===== src/source/dma_pkg.sv =====
// Shared widths, register map, request and memory structs, engine state enum

package dma_pkg;

  //////////////////////////////////////////////////
  // Widths
  //////////////////////////////////////////////////

  // Byte address and data word
  localparam int ADDR_WIDTH  = 32;
  localparam int DATA_WIDTH  = 32;
  // Transfer length in words
  localparam int COUNT_WIDTH = 16;
  // Bytes per word, the step between word addresses
  localparam int WORD_BYTES  = 4;

  //////////////////////////////////////////////////
  // Request table geometry and register map
  //////////////////////////////////////////////////

  localparam int TABLE_ENTRIES   = 4;
  localparam int ENTRY_PTR_WIDTH = 2;
  // Byte offset inside one entry window uses haddr[4:0]
  localparam int OFFSET_WIDTH    = 5;
  // Entry index sits right above the offset, haddr[6:5]
  localparam int ENTRY_LSB       = OFFSET_WIDTH;
  // Writable fields per entry
  localparam int REQ_FIELDS      = 4;

  // Field index is offset / 4
  // laddr 0x00, raddr 0x04, size 0x08, dir 0x0C
  localparam int FIELD_LADDR = 0;
  localparam int FIELD_RADDR = 1;
  localparam int FIELD_SIZE  = 2;
  localparam int FIELD_DIR   = 3;

  // Status register, write starts the entry, read returns done in bit 0
  localparam logic [OFFSET_WIDTH-1:0] STATUS_OFFSET = 5'h14;

  //////////////////////////////////////////////////
  // Types
  //////////////////////////////////////////////////

  typedef logic [ADDR_WIDTH-1:0]      addr_t;
  typedef logic [DATA_WIDTH-1:0]      word_t;
  typedef logic [ENTRY_PTR_WIDTH-1:0] entry_ptr_t;
  typedef logic [REQ_FIELDS-1:0]      field_sel_t;
  typedef logic [TABLE_ENTRIES-1:0]   entry_mask_t;
  typedef logic [COUNT_WIDTH-1:0]     word_count_t;

  // One transfer request
  // dir 0 copies laddr to raddr, dir 1 copies raddr to laddr
  typedef struct packed {
    addr_t       laddr;
    addr_t       raddr;
    word_count_t size;
    logic        dir;
  } dma_req_t;

  // Field write into the table, select is one-hot over the fields
  typedef struct packed {
    dma_req_t   req;
    entry_ptr_t pos;
    field_sel_t select;
    logic       en;
  } table_wr_t;

  // Memory master request
  typedef struct packed {
    logic  valid;
    logic  we;
    addr_t addr;
    word_t wdata;
  } mem_req_t;

  // Transfer engine FSM
  typedef enum logic [1:0] {
    st_idle,
    st_read,
    st_write,
    st_finish
  } engine_state_t;

endpackage


===== src/source/dma_ahb3_interface.sv =====
// AHB3-Lite slave decoding bus accesses into table writes, start commands and status reads

`timescale 1ns/1ps

module dma_ahb3_interface (
  input  logic                clk,
  input  logic                rst_n,

  // AHB3-Lite slave side
  input  logic                hsel,
  input  dma_pkg::addr_t      haddr,
  input  dma_pkg::word_t      hwdata,
  input  logic                hwrite,
  input  logic                hmastlock,
  output dma_pkg::word_t      hrdata,
  output logic                hready,

  // Field writes into the request table
  output dma_pkg::table_wr_t  table_wr,

  // Start command for one entry
  output dma_pkg::entry_ptr_t valid_pos,
  output logic                valid_en,

  // Done flags from the table
  input  dma_pkg::entry_mask_t done
);

  import dma_pkg::*;

  //////////////////////////////////////////////////
  // Address decode
  //////////////////////////////////////////////////

  // Purely combinational slave, clk and rst_n kept for a uniform port list
  entry_ptr_t                 entry_pos;
  logic [OFFSET_WIDTH-1:0]    offset;
  logic [OFFSET_WIDTH-3:0]    field_idx;
  field_sel_t                 field_sel;
  logic                       access;
  logic                       status_hit;

  // Entry window and byte offset inside it
  assign entry_pos  = haddr[ENTRY_LSB +: ENTRY_PTR_WIDTH];
  assign offset     = haddr[OFFSET_WIDTH-1:0];
  assign field_idx  = offset[OFFSET_WIDTH-1:2];

  // Locked, selected cycle is a complete transfer
  assign access     = hsel & hmastlock;
  assign status_hit = (offset == STATUS_OFFSET);

  // One-hot field select, status offset lands outside the field range
  always_comb begin
    for (int i = 0; i < REQ_FIELDS; i++) begin
      field_sel[i] = (field_idx == i) && (offset[1:0] == 2'b00);
    end
  end

  //////////////////////////////////////////////////
  // Table write and start command
  //////////////////////////////////////////////////

  // Same bus word lands in every field, select decides which one is kept
  always_comb begin
    table_wr.req.laddr = hwdata;
    table_wr.req.raddr = hwdata;
    table_wr.req.size  = hwdata[COUNT_WIDTH-1:0];
    table_wr.req.dir   = hwdata[0];
    table_wr.pos       = entry_pos;
    table_wr.select    = field_sel;
    table_wr.en        = access & hwrite & (|field_sel);
  end

  // Write to status kicks off the entry
  assign valid_pos = entry_pos;
  assign valid_en  = access & hwrite & status_hit;

  //////////////////////////////////////////////////
  // Bus response
  //////////////////////////////////////////////////

  // Zero wait states
  assign hready = access;

  // Done bit of the addressed entry, everything else reads zero
  always_comb begin
    hrdata = '0;
    if (status_hit) begin
      hrdata[0] = done[entry_pos];
    end
  end

endmodule


===== src/source/dma_request_table.sv =====
// Request entry storage with valid and done flags and the pending vector

`timescale 1ns/1ps

module dma_request_table (
  input  logic                 clk,
  input  logic                 rst_n,

  // Field writes from the bus side
  input  dma_pkg::table_wr_t   table_wr,

  // Start command from the bus side
  input  dma_pkg::entry_ptr_t  valid_pos,
  input  logic                 valid_en,

  // Entry lookup from the engine
  input  dma_pkg::entry_ptr_t  sel_pos,
  output dma_pkg::dma_req_t    sel_req,

  // Completion from the engine
  input  dma_pkg::entry_ptr_t  finish_pos,
  input  logic                 finish_en,

  // Status
  output dma_pkg::entry_mask_t done,
  output dma_pkg::entry_mask_t pending
);

  import dma_pkg::*;

  //////////////////////////////////////////////////
  // Storage
  //////////////////////////////////////////////////

  // Request fields, written only by the bus
  dma_req_t    entries [TABLE_ENTRIES];

  // Flag registers
  entry_mask_t valid_q;
  entry_mask_t done_q;

  // Decoded start and finish, one bit per entry
  entry_mask_t start_mask;
  entry_mask_t finish_mask;

  //////////////////////////////////////////////////
  // Field writes
  //////////////////////////////////////////////////

  // Each field written on its own, the others in the entry keep their value
  always_ff @(posedge clk) begin
    if (table_wr.en) begin
      if (table_wr.select[FIELD_LADDR]) begin
        entries[table_wr.pos].laddr <= table_wr.req.laddr;
      end
      if (table_wr.select[FIELD_RADDR]) begin
        entries[table_wr.pos].raddr <= table_wr.req.raddr;
      end
      if (table_wr.select[FIELD_SIZE]) begin
        entries[table_wr.pos].size <= table_wr.req.size;
      end
      if (table_wr.select[FIELD_DIR]) begin
        entries[table_wr.pos].dir <= table_wr.req.dir;
      end
    end
  end

  //////////////////////////////////////////////////
  // Valid and done flags
  //////////////////////////////////////////////////

  assign start_mask  = valid_en  ? (entry_mask_t'(1) << valid_pos)  : '0;
  assign finish_mask = finish_en ? (entry_mask_t'(1) << finish_pos) : '0;

  // Start sets valid and clears done, finish does the opposite
  // A start wins over a finish on the same entry
  always_ff @(posedge clk) begin
    if (!rst_n) begin
      valid_q <= '0;
      done_q  <= '0;
    end else begin
      valid_q <= (valid_q & ~finish_mask) | start_mask;
      done_q  <= (done_q | finish_mask) & ~start_mask;
    end
  end

  //////////////////////////////////////////////////
  // Outputs
  //////////////////////////////////////////////////

  assign done    = done_q;

  // Started and not yet completed
  assign pending = valid_q & ~done_q;

  // Combinational lookup for the engine
  assign sel_req = entries[sel_pos];

endmodule


===== src/source/dma_transfer_engine.sv =====
// Transfer engine FSM copying words of the lowest pending entry through the memory master port

`timescale 1ns/1ps

module dma_transfer_engine (
  input  logic                 clk,
  input  logic                 rst_n,

  // Request table side
  input  dma_pkg::entry_mask_t pending,
  output dma_pkg::entry_ptr_t  sel_pos,
  input  dma_pkg::dma_req_t    sel_req,
  output dma_pkg::entry_ptr_t  finish_pos,
  output logic                 finish_en,

  // Memory master port
  output dma_pkg::mem_req_t    mem_req,
  input  logic                 mem_ready,
  input  dma_pkg::word_t       mem_rdata
);

  import dma_pkg::*;

  //////////////////////////////////////////////////
  // State
  //////////////////////////////////////////////////

  engine_state_t state;

  // Entry being served
  entry_ptr_t    cur_pos;
  // Lowest pending entry, used only when idle
  entry_ptr_t    lowest_pos;

  // Word addresses and remaining count
  addr_t         src_addr;
  addr_t         dst_addr;
  word_count_t   count;

  // Word held between its read and its write
  word_t         data_q;

  // Memory handshake completes this cycle
  logic          mem_accept;

  //////////////////////////////////////////////////
  // Entry pick
  //////////////////////////////////////////////////

  // Scan from the top so the lowest set bit wins
  always_comb begin
    lowest_pos = '0;
    for (int i = TABLE_ENTRIES - 1; i >= 0; i--) begin
      if (pending[i]) begin
        lowest_pos = entry_ptr_t'(i);
      end
    end
  end

  // Idle looks at the candidate so its fields are ready at the same edge
  assign sel_pos = (state == st_idle) ? lowest_pos : cur_pos;

  //////////////////////////////////////////////////
  // FSM
  //////////////////////////////////////////////////

  assign mem_accept = mem_req.valid & mem_ready;

  always_ff @(posedge clk) begin
    if (!rst_n) begin
      state   <= st_idle;
      cur_pos <= '0;
      count   <= '0;
    end else begin
      case (state)
        st_idle: begin
          if (|pending) begin
            cur_pos <= lowest_pos;
            count   <= sel_req.size;
            // Empty request completes without touching memory
            state   <= (sel_req.size == '0) ? st_finish : st_read;
          end
        end
        st_read: begin
          if (mem_accept) begin
            state <= st_write;
          end
        end
        st_write: begin
          if (mem_accept) begin
            count <= count - 1'b1;
            state <= (count == word_count_t'(1)) ? st_finish : st_read;
          end
        end
        default: begin
          // Finish cycle, flag goes to the table
          state <= st_idle;
        end
      endcase
    end
  end

  // Address and data path
  always_ff @(posedge clk) begin
    if (state == st_idle) begin
      // Pick direction of the copy
      if (sel_req.dir) begin
        src_addr <= sel_req.raddr;
        dst_addr <= sel_req.laddr;
      end else begin
        src_addr <= sel_req.laddr;
        dst_addr <= sel_req.raddr;
      end
    end else if (mem_accept) begin
      if (state == st_read) begin
        data_q   <= mem_rdata;
        src_addr <= src_addr + addr_t'(WORD_BYTES);
      end else begin
        dst_addr <= dst_addr + addr_t'(WORD_BYTES);
      end
    end
  end

  //////////////////////////////////////////////////
  // Outputs
  //////////////////////////////////////////////////

  // Built from registers only, so fields hold while mem_ready is low
  always_comb begin
    mem_req.valid = (state == st_read) || (state == st_write);
    mem_req.we    = (state == st_write);
    mem_req.addr  = (state == st_write) ? dst_addr : src_addr;
    mem_req.wdata = data_q;
  end

  // One-cycle completion pulse
  assign finish_en  = (state == st_finish);
  assign finish_pos = cur_pos;

endmodule


===== src/source/dma_top.sv =====
// Top level connecting the AHB3-Lite slave, the request table and the transfer engine

`timescale 1ns/1ps

module dma_top (
  input  logic                 clk,
  input  logic                 rst_n,

  // AHB3-Lite slave
  input  logic                 hsel,
  input  dma_pkg::addr_t       haddr,
  input  dma_pkg::word_t       hwdata,
  input  logic                 hwrite,
  input  logic                 hmastlock,
  output dma_pkg::word_t       hrdata,
  output logic                 hready,

  // Memory master
  output dma_pkg::mem_req_t    mem_req,
  input  logic                 mem_ready,
  input  dma_pkg::word_t       mem_rdata,

  // Per-entry completion flags
  output dma_pkg::entry_mask_t done
);

  import dma_pkg::*;

  //////////////////////////////////////////////////
  // Internal nets
  //////////////////////////////////////////////////

  // Bus to table
  table_wr_t   table_wr;
  entry_ptr_t  valid_pos;
  logic        valid_en;

  // Table to engine and back
  entry_mask_t pending;
  entry_ptr_t  sel_pos;
  dma_req_t    sel_req;
  entry_ptr_t  finish_pos;
  logic        finish_en;

  //////////////////////////////////////////////////
  // Instances
  //////////////////////////////////////////////////

  dma_ahb3_interface u_interface (
    .clk       (clk),
    .rst_n     (rst_n),
    .hsel      (hsel),
    .haddr     (haddr),
    .hwdata    (hwdata),
    .hwrite    (hwrite),
    .hmastlock (hmastlock),
    .hrdata    (hrdata),
    .hready    (hready),
    .table_wr  (table_wr),
    .valid_pos (valid_pos),
    .valid_en  (valid_en),
    .done      (done)
  );

  dma_request_table u_table (
    .clk        (clk),
    .rst_n      (rst_n),
    .table_wr   (table_wr),
    .valid_pos  (valid_pos),
    .valid_en   (valid_en),
    .sel_pos    (sel_pos),
    .sel_req    (sel_req),
    .finish_pos (finish_pos),
    .finish_en  (finish_en),
    .done       (done),
    .pending    (pending)
  );

  dma_transfer_engine u_engine (
    .clk        (clk),
    .rst_n      (rst_n),
    .pending    (pending),
    .sel_pos    (sel_pos),
    .sel_req    (sel_req),
    .finish_pos (finish_pos),
    .finish_en  (finish_en),
    .mem_req    (mem_req),
    .mem_ready  (mem_ready),
    .mem_rdata  (mem_rdata)
  );

endmodule


===== config.mk =====
export PLATFORM = sky130hd
export DESIGN_NAME = dma_top
export DESIGN_NICKNAME = d
export VERILOG_FILES = /design/src/source/dma_pkg.sv /design/src/source/dma_ahb3_interface.sv /design/src/source/dma_request_table.sv /design/src/source/dma_transfer_engine.sv /design/src/source/dma_top.sv
export SDC_FILE = /design/constraint.sdc
export NUM_CORES = 1
export LEC_CHECK = 0
export BUFFER_PORTS_ARGS = -buffer_cell sky130_fd_sc_hd__buf_2
export CAP_MARGIN = 20
export CORE_ASPECT_RATIO = 0.5
export CORE_UTILIZATION = 50
export DETAILED_ROUTE_END_ITERATION = 8
export PLACE_DENSITY = 0.69
export SETUP_SLACK_MARGIN = 0.1
export SYNTH_ARGS = -nofsm -noshare
export SYNTH_HDL_FRONTEND = slang
export SYNTH_HIERARCHICAL = 1
export SYNTH_SLANG_ARGS = --single-unit

===== constraint.sdc =====
create_clock -name clk -period 10.2 [get_ports clk]
set_input_delay 1.53 -clock clk [delete_from_list [all_inputs] [get_ports clk]]
set_output_delay 1.53 -clock clk [all_outputs]
set_load 0.01 [all_outputs]

==> Word level (Yosys, flattened, before mapping) <==
Memory sizes are Yosys's and may differ from the RTL's.
Cells that the tools add are included.
{ "totals": {"ff_bits": 124, "mem_count": 1, "ramBits": 324, "output_inout_bits": 103, "elab_cells": 101, "in_bits": 102} }
{ "mem_list": {"columns": ["name", "words", "word_bits", "rd", "rd_clocked_by_memory_dff", "write_ports", "line_no", "source"], "rows": [
  ["u_table.entries", 4, 81, 1, 0, 1, "dma_request_table.sv:36", "dma_req_t entries [TABLE_ENTRIES];"]
]} }
{ "classes": {"mux": 40, "n_eq_ne": 12, "n_reduce_logical": 20, "add_sub_neg": 3, "bitwise": 14, "n_shift": 2, "magnitude_cmp": 1} }
{ "ops": {"columns": ["cell", "n"], "rows": [
  ["$mux 32", 9],
  ["$add 32x3->32 const B", 2],
  ["$mux 16", 2],
  ["$pmux 16 s2", 1],
  ["$mux 2", 10],
  ["$eq 16x1->1 const B", 1],
  ["$logic_not 16->1", 1],
  ["$sub 16x1->16 const B", 1],
  ["$mux 1", 14],
  ["$and 4x4->4", 3],
  ["$not 4->4", 3],
  ["$reduce_and 3->1", 3],
  ["$mux 4", 2],
  ["$ne 2x1->1 const B", 4],
  ["$or 4x4->4", 2],
  ["$reduce_or 4->1", 2],
  ["$shl 1x2->4 const A", 2],
  ["$eq 3x2->1 const B", 2],
  ["$pmux 2 s3", 1],
  ["$reduce_and 2->1", 3],
  ["$reduce_bool 2->1", 3],
  ["$and 1x1->1", 5],
  ["$eq 5x5->1 const B", 1],
  ["$eq 2x2->1 const B", 2],
  ["other kinds (9)", 13]
]} }

==> Longest topological paths before layout <==
An unclocked memory read counts as a cell.
{ "logic_depth": {"word_depth": 12, "depth_mapped": 15, "mapped_depth_nobuf": 10} }

==> Hierarchy <==
The synthesis kept the hierarchy.
{ "modules_own_cells": {"columns": ["mod", "area_per_inst_um2", "seq_area_each_um2", "n_inst", "cells_each"], "rows": [
  ["dma_request_table", 12200.5, 9889.5, 1, 480],
  ["dma_transfer_engine", 7161.9, 3283.1, 1, 668],
  ["dma_ahb3_interface", 989.7, 0.0, 1, 130]
]} }

==> Worst setup path before layout <==
Ideal clock, no wire load.
{ "synth_path": {"path_kind": "in2reg", "start": "input port haddr[1]", "end": "memory u_table/entries[0][17] (netlist name), enable pin", "required_time_ns": 9.739, "cell_stages": 4, "arrival_ns": 4.475, "setup_slack_ns": 5.264, "setup_time_ns": 0.461, "n_path_buf": 0, "path_cell_list": "or3_4 nor2_1 nand2_1 nor3_1"} }
{ "synth_rtl": {"columns": ["item", "line_no", "source"], "rows": [
  ["from (decl)", "dma_top.sv:11", "input dma_pkg::addr_t haddr,"],
  ["to (decl)", "dma_request_table.sv:36", null]
]} }

==> results.rst <==
.. list-table::
   :header-rows: 1

   * - Metric
     - Value
   * - Area taken by flip-flops and latches
     - about 0.013 sq mm
   * - Total power per unit cell area
     - 191 mW/mm^2
   * - Clock network fraction of design power
     - between 30% and 40%
   * - Number of synthesized register bits
     - 448
   * - GRT Total Usage
     - 20.1%
   * - Average wire per standard cell
     - between 20 and 25 microns
   * - CTS Buf Count
     - ~40
   * - Count of different cell masters after synthesis
     - 66
   * - Worst-case setup margin in the final layout
     - 5.50 ns
   * - Crit path required time
     - 10.50 ns
   * - Class of the tightest hold or removal check
     - flip-flop to flip-flop
   * - Proportion of synthesized chip area in sequential cells
     - between 60% and 70%
   * - Endpoint kind of the worst setup timing path
     - flip-flop
   * - Post-CTS sizing
     - 0
   * - Synth top area share
     - 62.0%
   * - Maximum buffer depth of the clock tree
     - 3
   * - Ratio of routed vias to standard cells
     - 5.77
   * - Peak ir drop on the vdd network
     - ~120 uV
   * - IO buf count
     - ~150
   * - Number of antenna violations at the first check in global routing
     - 1
   * - Area used by multi-input combinational logic
     - 0.00612 sq mm
   * - Post-Synthesis Cell Area
     - 0.0204 sq mm
   * - Worst clock skew on the final layout
     - 0.0236 ns
   * - Maximum number of pins on one net before global-route repair
     - 65
   * - Number of flops mapped to enable cells by yosys
     - 420
   * - Number of maximum-capacitance constraint violations
     - 0
   * - Post-layout util
     - 56.3%
   * - Width of the chip
     - 287 microns
   * - Max-slew headroom at the worst pin
     - 15.7%
   * - Clock root buffer master
     - clkbuf_16
   * - Switching power
     - 1.08 mW
   * - Final critical-path required period
     - 4.70 ns
   * - Area fraction in compound gates after synthesis
     - 2.94%
   * - Sequential fraction of design power
     - 52.3%
   * - Core area
     - slightly below 0.04 sq mm
   * - Post-route clock period utilization
     - 46.1%
   * - Main combinational cell family by area after synthesis
     - multiplexers
   * - Hold violation total from the final report
     - 0
   * - DRC
     - 0
   * - Classification of the worst setup path
     - flip-flop to flip-flop
   * - TritonCTS clock tree
     - done
   * - Most frequent cell on the critical path
     - buf_4
   * - Post-CTS setup repair buffer count
     - 0
   * - Synth top area cells
     - edfxtp_1 62%, mux4_2 9.1%, mux2i_1 5.1%
   * - Area share of xor/xnor cells in the synthesized design
     - 2.45%
   * - Latest clock arrival within the worst-skew pair
     - 0.55 ns
   * - Instance count after placement with tap cells included
     - 1837
   * - Hold-fix buffers at CTS
     - 0
   * - Total gr overflow
     - 0
   * - Detailed router's first-iteration violation count
     - 927
   * - Switching Share
     - 25.4%
   * - Post-synthesis cell type with the largest combined area
     - edfxtp_1
   * - Crit path launch type
     - flip-flop
   * - Highest-count cells in the layout ignoring fill and taps
     - 420 x edfxtp_1, 148 x buf_2, 103 x mux2i_1
   * - Die ar.
     - roughly 0.042 sq mm
   * - Slew at the pin closest to its max-slew limit
     - around 1.3 ns
   * - Count of endpoints failing setup in the final report
     - 0
   * - Part of the total power dissipated in combinational logic
     - 12.2%
   * - Filler cell count
     - 3028
   * - Synth Area in Adders
     - less than 1%
   * - Pre-CTS WS
     - 5.23 ns
   * - Number of synthesis warnings
     - 6
   * - Critical path peak fanout
     - 64
   * - Cell-by-cell trace of the critical path
     - inv_1 -> ha_4 -> nand2b_1 -> o22ai_4 -> buf_4 -> buf_16 -> mux4_4 -> buf_4 -> mux2_2 -> a221o_1
   * - Most instantiated flip-flop cell in the synthesis netlist
     - edfxtp_1
   * - Routed Wire Length
     - 41900 microns
   * - Initial standard-cell utilization of the core
     - 51.5%
   * - Max-slew violations
     - 0
   * - Count of vias placed by the detailed router
     - 11036
   * - Buffers & Inverters on Critical Path
     - 4
   * - Result of the run
     - completed
   * - Clock-pin slew on the worst setup and hold paths
     - roughly 0.070 ns
   * - First-pass GRT wire length
     - 62800 microns
   * - Top Family by Delay on Critical Path
     - multiplexers
   * - Global placement routability congestion
     - 0.863
   * - Num Clock Sinks
     - 448
   * - Crit-path slowest cell
     - mux4_4
   * - Post-detailed-placement cell area
     - 0.0209 sq mm
   * - Delay contributed by the slowest stage of the critical path
     - 1.00 ns
   * - Via count of the first global-routing pass
     - 10879
   * - Overall die height
     - roughly 140 microns
   * - Internal Power
     - 3.17 mW
   * - Count of H-tree levels built during CTS
     - 2
   * - Placement Rows
     - 51
   * - Leading cell type in the layout, fill and taps excluded
     - edfxtp_1
   * - Static Leakage
     - 7.67 nW
   * - Sum of net half-perimeters after detailed placement
     - 25700 microns
   * - Non-Filler Instances
     - 1913
   * - Area share of and/or/nand/nor cells after synthesis
     - between 6 and 7%
   * - Fraction of synthesis flops using an asynchronous set or reset pin
     - 0%
   * - Final TNS setup
     - 0 ns
   * - # nets final
     - 1461
   * - Number of instances in the synthesized netlist
     - 1278
   * - P&R area growth vs syn
     - 9.31%
   * - Mean instance size in the synthesized netlist
     - about 16 sq um
   * - DRT antenna net count
     - 0
   * - Number of placed I/O pins
     - 205
   * - Share of final-layout standard cells stronger than drive strength 1
     - 27.4%
   * - Crit path arrival time
     - 5.00 ns
   * - RSZ-0062 raised after global routing
     - false
   * - Fraction of synthesized area in multiplexers
     - 16.1%
   * - FMAX
     - 213 MHz
   * - Post-route cell area
     - around 0.022 sq mm
   * - Pre-antenna DRT Iters
     - 5
[final cells by class]
cell class | count | area share, %
Sequential cell | 448 | 59.2
Multi-Input combinational cell | 674 | 27.5
Clock buffer | 57 | 5.21
Timing Repair Buffer | 170 | 4.16
Tap cell | 530 | 2.98
Clock inverter | 17 | 0.641
Inverter | 16 | 0.270
Antenna cell | 1 | 0.0112
[power by group through the flow]
stage	logic, mW	registers (mW)	clock network [mW]
5_1_grt	0.559	2.23	1.61
4_1_cts	0.517	2.22	1.54
6_report	0.518	2.22	1.51
2_1_floorplan	0.382	2.23	0
3_5_place_dp	0.511	2.26	0
3_3_place_gp	0.501	2.25	0
[cell usage after synthesis, drive strengths merged (5+ instances only)]
master	n
xor2	18
dfxtp	28
xnor2	39
ha	8
clkbuf	24
mux2i	103
a21oi	30
nand2b	5
nand2	55
nor2b	12
buf	146
o22ai	5
and3	13
nor2	58
inv	15
nor3	27
a31oi	5
edfxtp	420
o21ai	28
nand3	30
nand4	15
and2	10
mux4	82
nor4	13
mux2	35
nor3b	6
[routing by layer]
metal / wire [microns] / vias up / track usage [%] / part of all wire [%]
li1: - / 4953 / - / -
met1: 18100 / 5678 / 27.0 / 43
met2: 20700 / 338 / 34.0 / 49
met3: 2220 / 67 / 3.54 / 5.3
met4: 871 / 0 / 5.57 / 2.1
met5: 0 / - / 0 / 0
[per-stage QoR]
stage	hold slack [ns]	power [mW]
6_report	0.460	4.25
5_1_grt	0.497	4.40
4_1_cts	0.457	4.27
3_5_place_dp	0.448	2.77
3_3_place_gp	0.441	2.75
2_1_floorplan	0.431	2.61
[cell families after synthesis]
group / count (synthesis)
and+or+nand+nor: 262
muxes: 220
AOI/OAI and AO/OA: 96
buffers and inverters: 186
adders and majority gates: 8
xor gates and xnor gates: 57
DFF: 448
other: 1
[worst reg2reg max path: stages, from the launching register on]
cell and delay [ns]:
dfxtp_1 0.39, inv_1 0.16, ha_4 0.67, nand2b_1 0.20, o22ai_4 0.13, buf_4 0.40, buf_16 0.31, mux4_4 1.01
buf_4 0.44, mux2_2 0.40, a221o_1 0.34
[flip-flops by register name, summed over array words and instances, names as in the netlist]
| signal | cells |
|---|---|
| u_table/done | 4 |
| u_engine/dst_addr | 32 |
| u_engine/state | 2 |
| u_engine/count | 16 |
| u_engine/src_addr | 32 |
| u_engine/finish_pos | 2 |
| u_table/entries | 324 |
| u_engine/data_q | 32 |
| u_table/valid_q | 4 |
[path summary, 6_finish.rpt]
path | cells past startpoint | to | start | slack (ns)
max | 10 | u_engine/src_addr[28]$_DFFE_PP_ | u_engine/state[0]$_SDFFE_PN0P_ | 5.50
min reg2reg | 2 | u_table/valid_q[3]$_SDFF_PN0_ | u_table/valid_q[3]$_SDFF_PN0_ | 0.46
max reg2reg | 10 | u_engine/src_addr[28]$_DFFE_PP_ | u_engine/state[0]$_SDFFE_PN0P_ | 5.50
min | 2 | u_table/valid_q[3]$_SDFF_PN0_ | u_table/valid_q[3]$_SDFF_PN0_ | 0.46
Note: power is estimated with default switching activity, not from simulation.
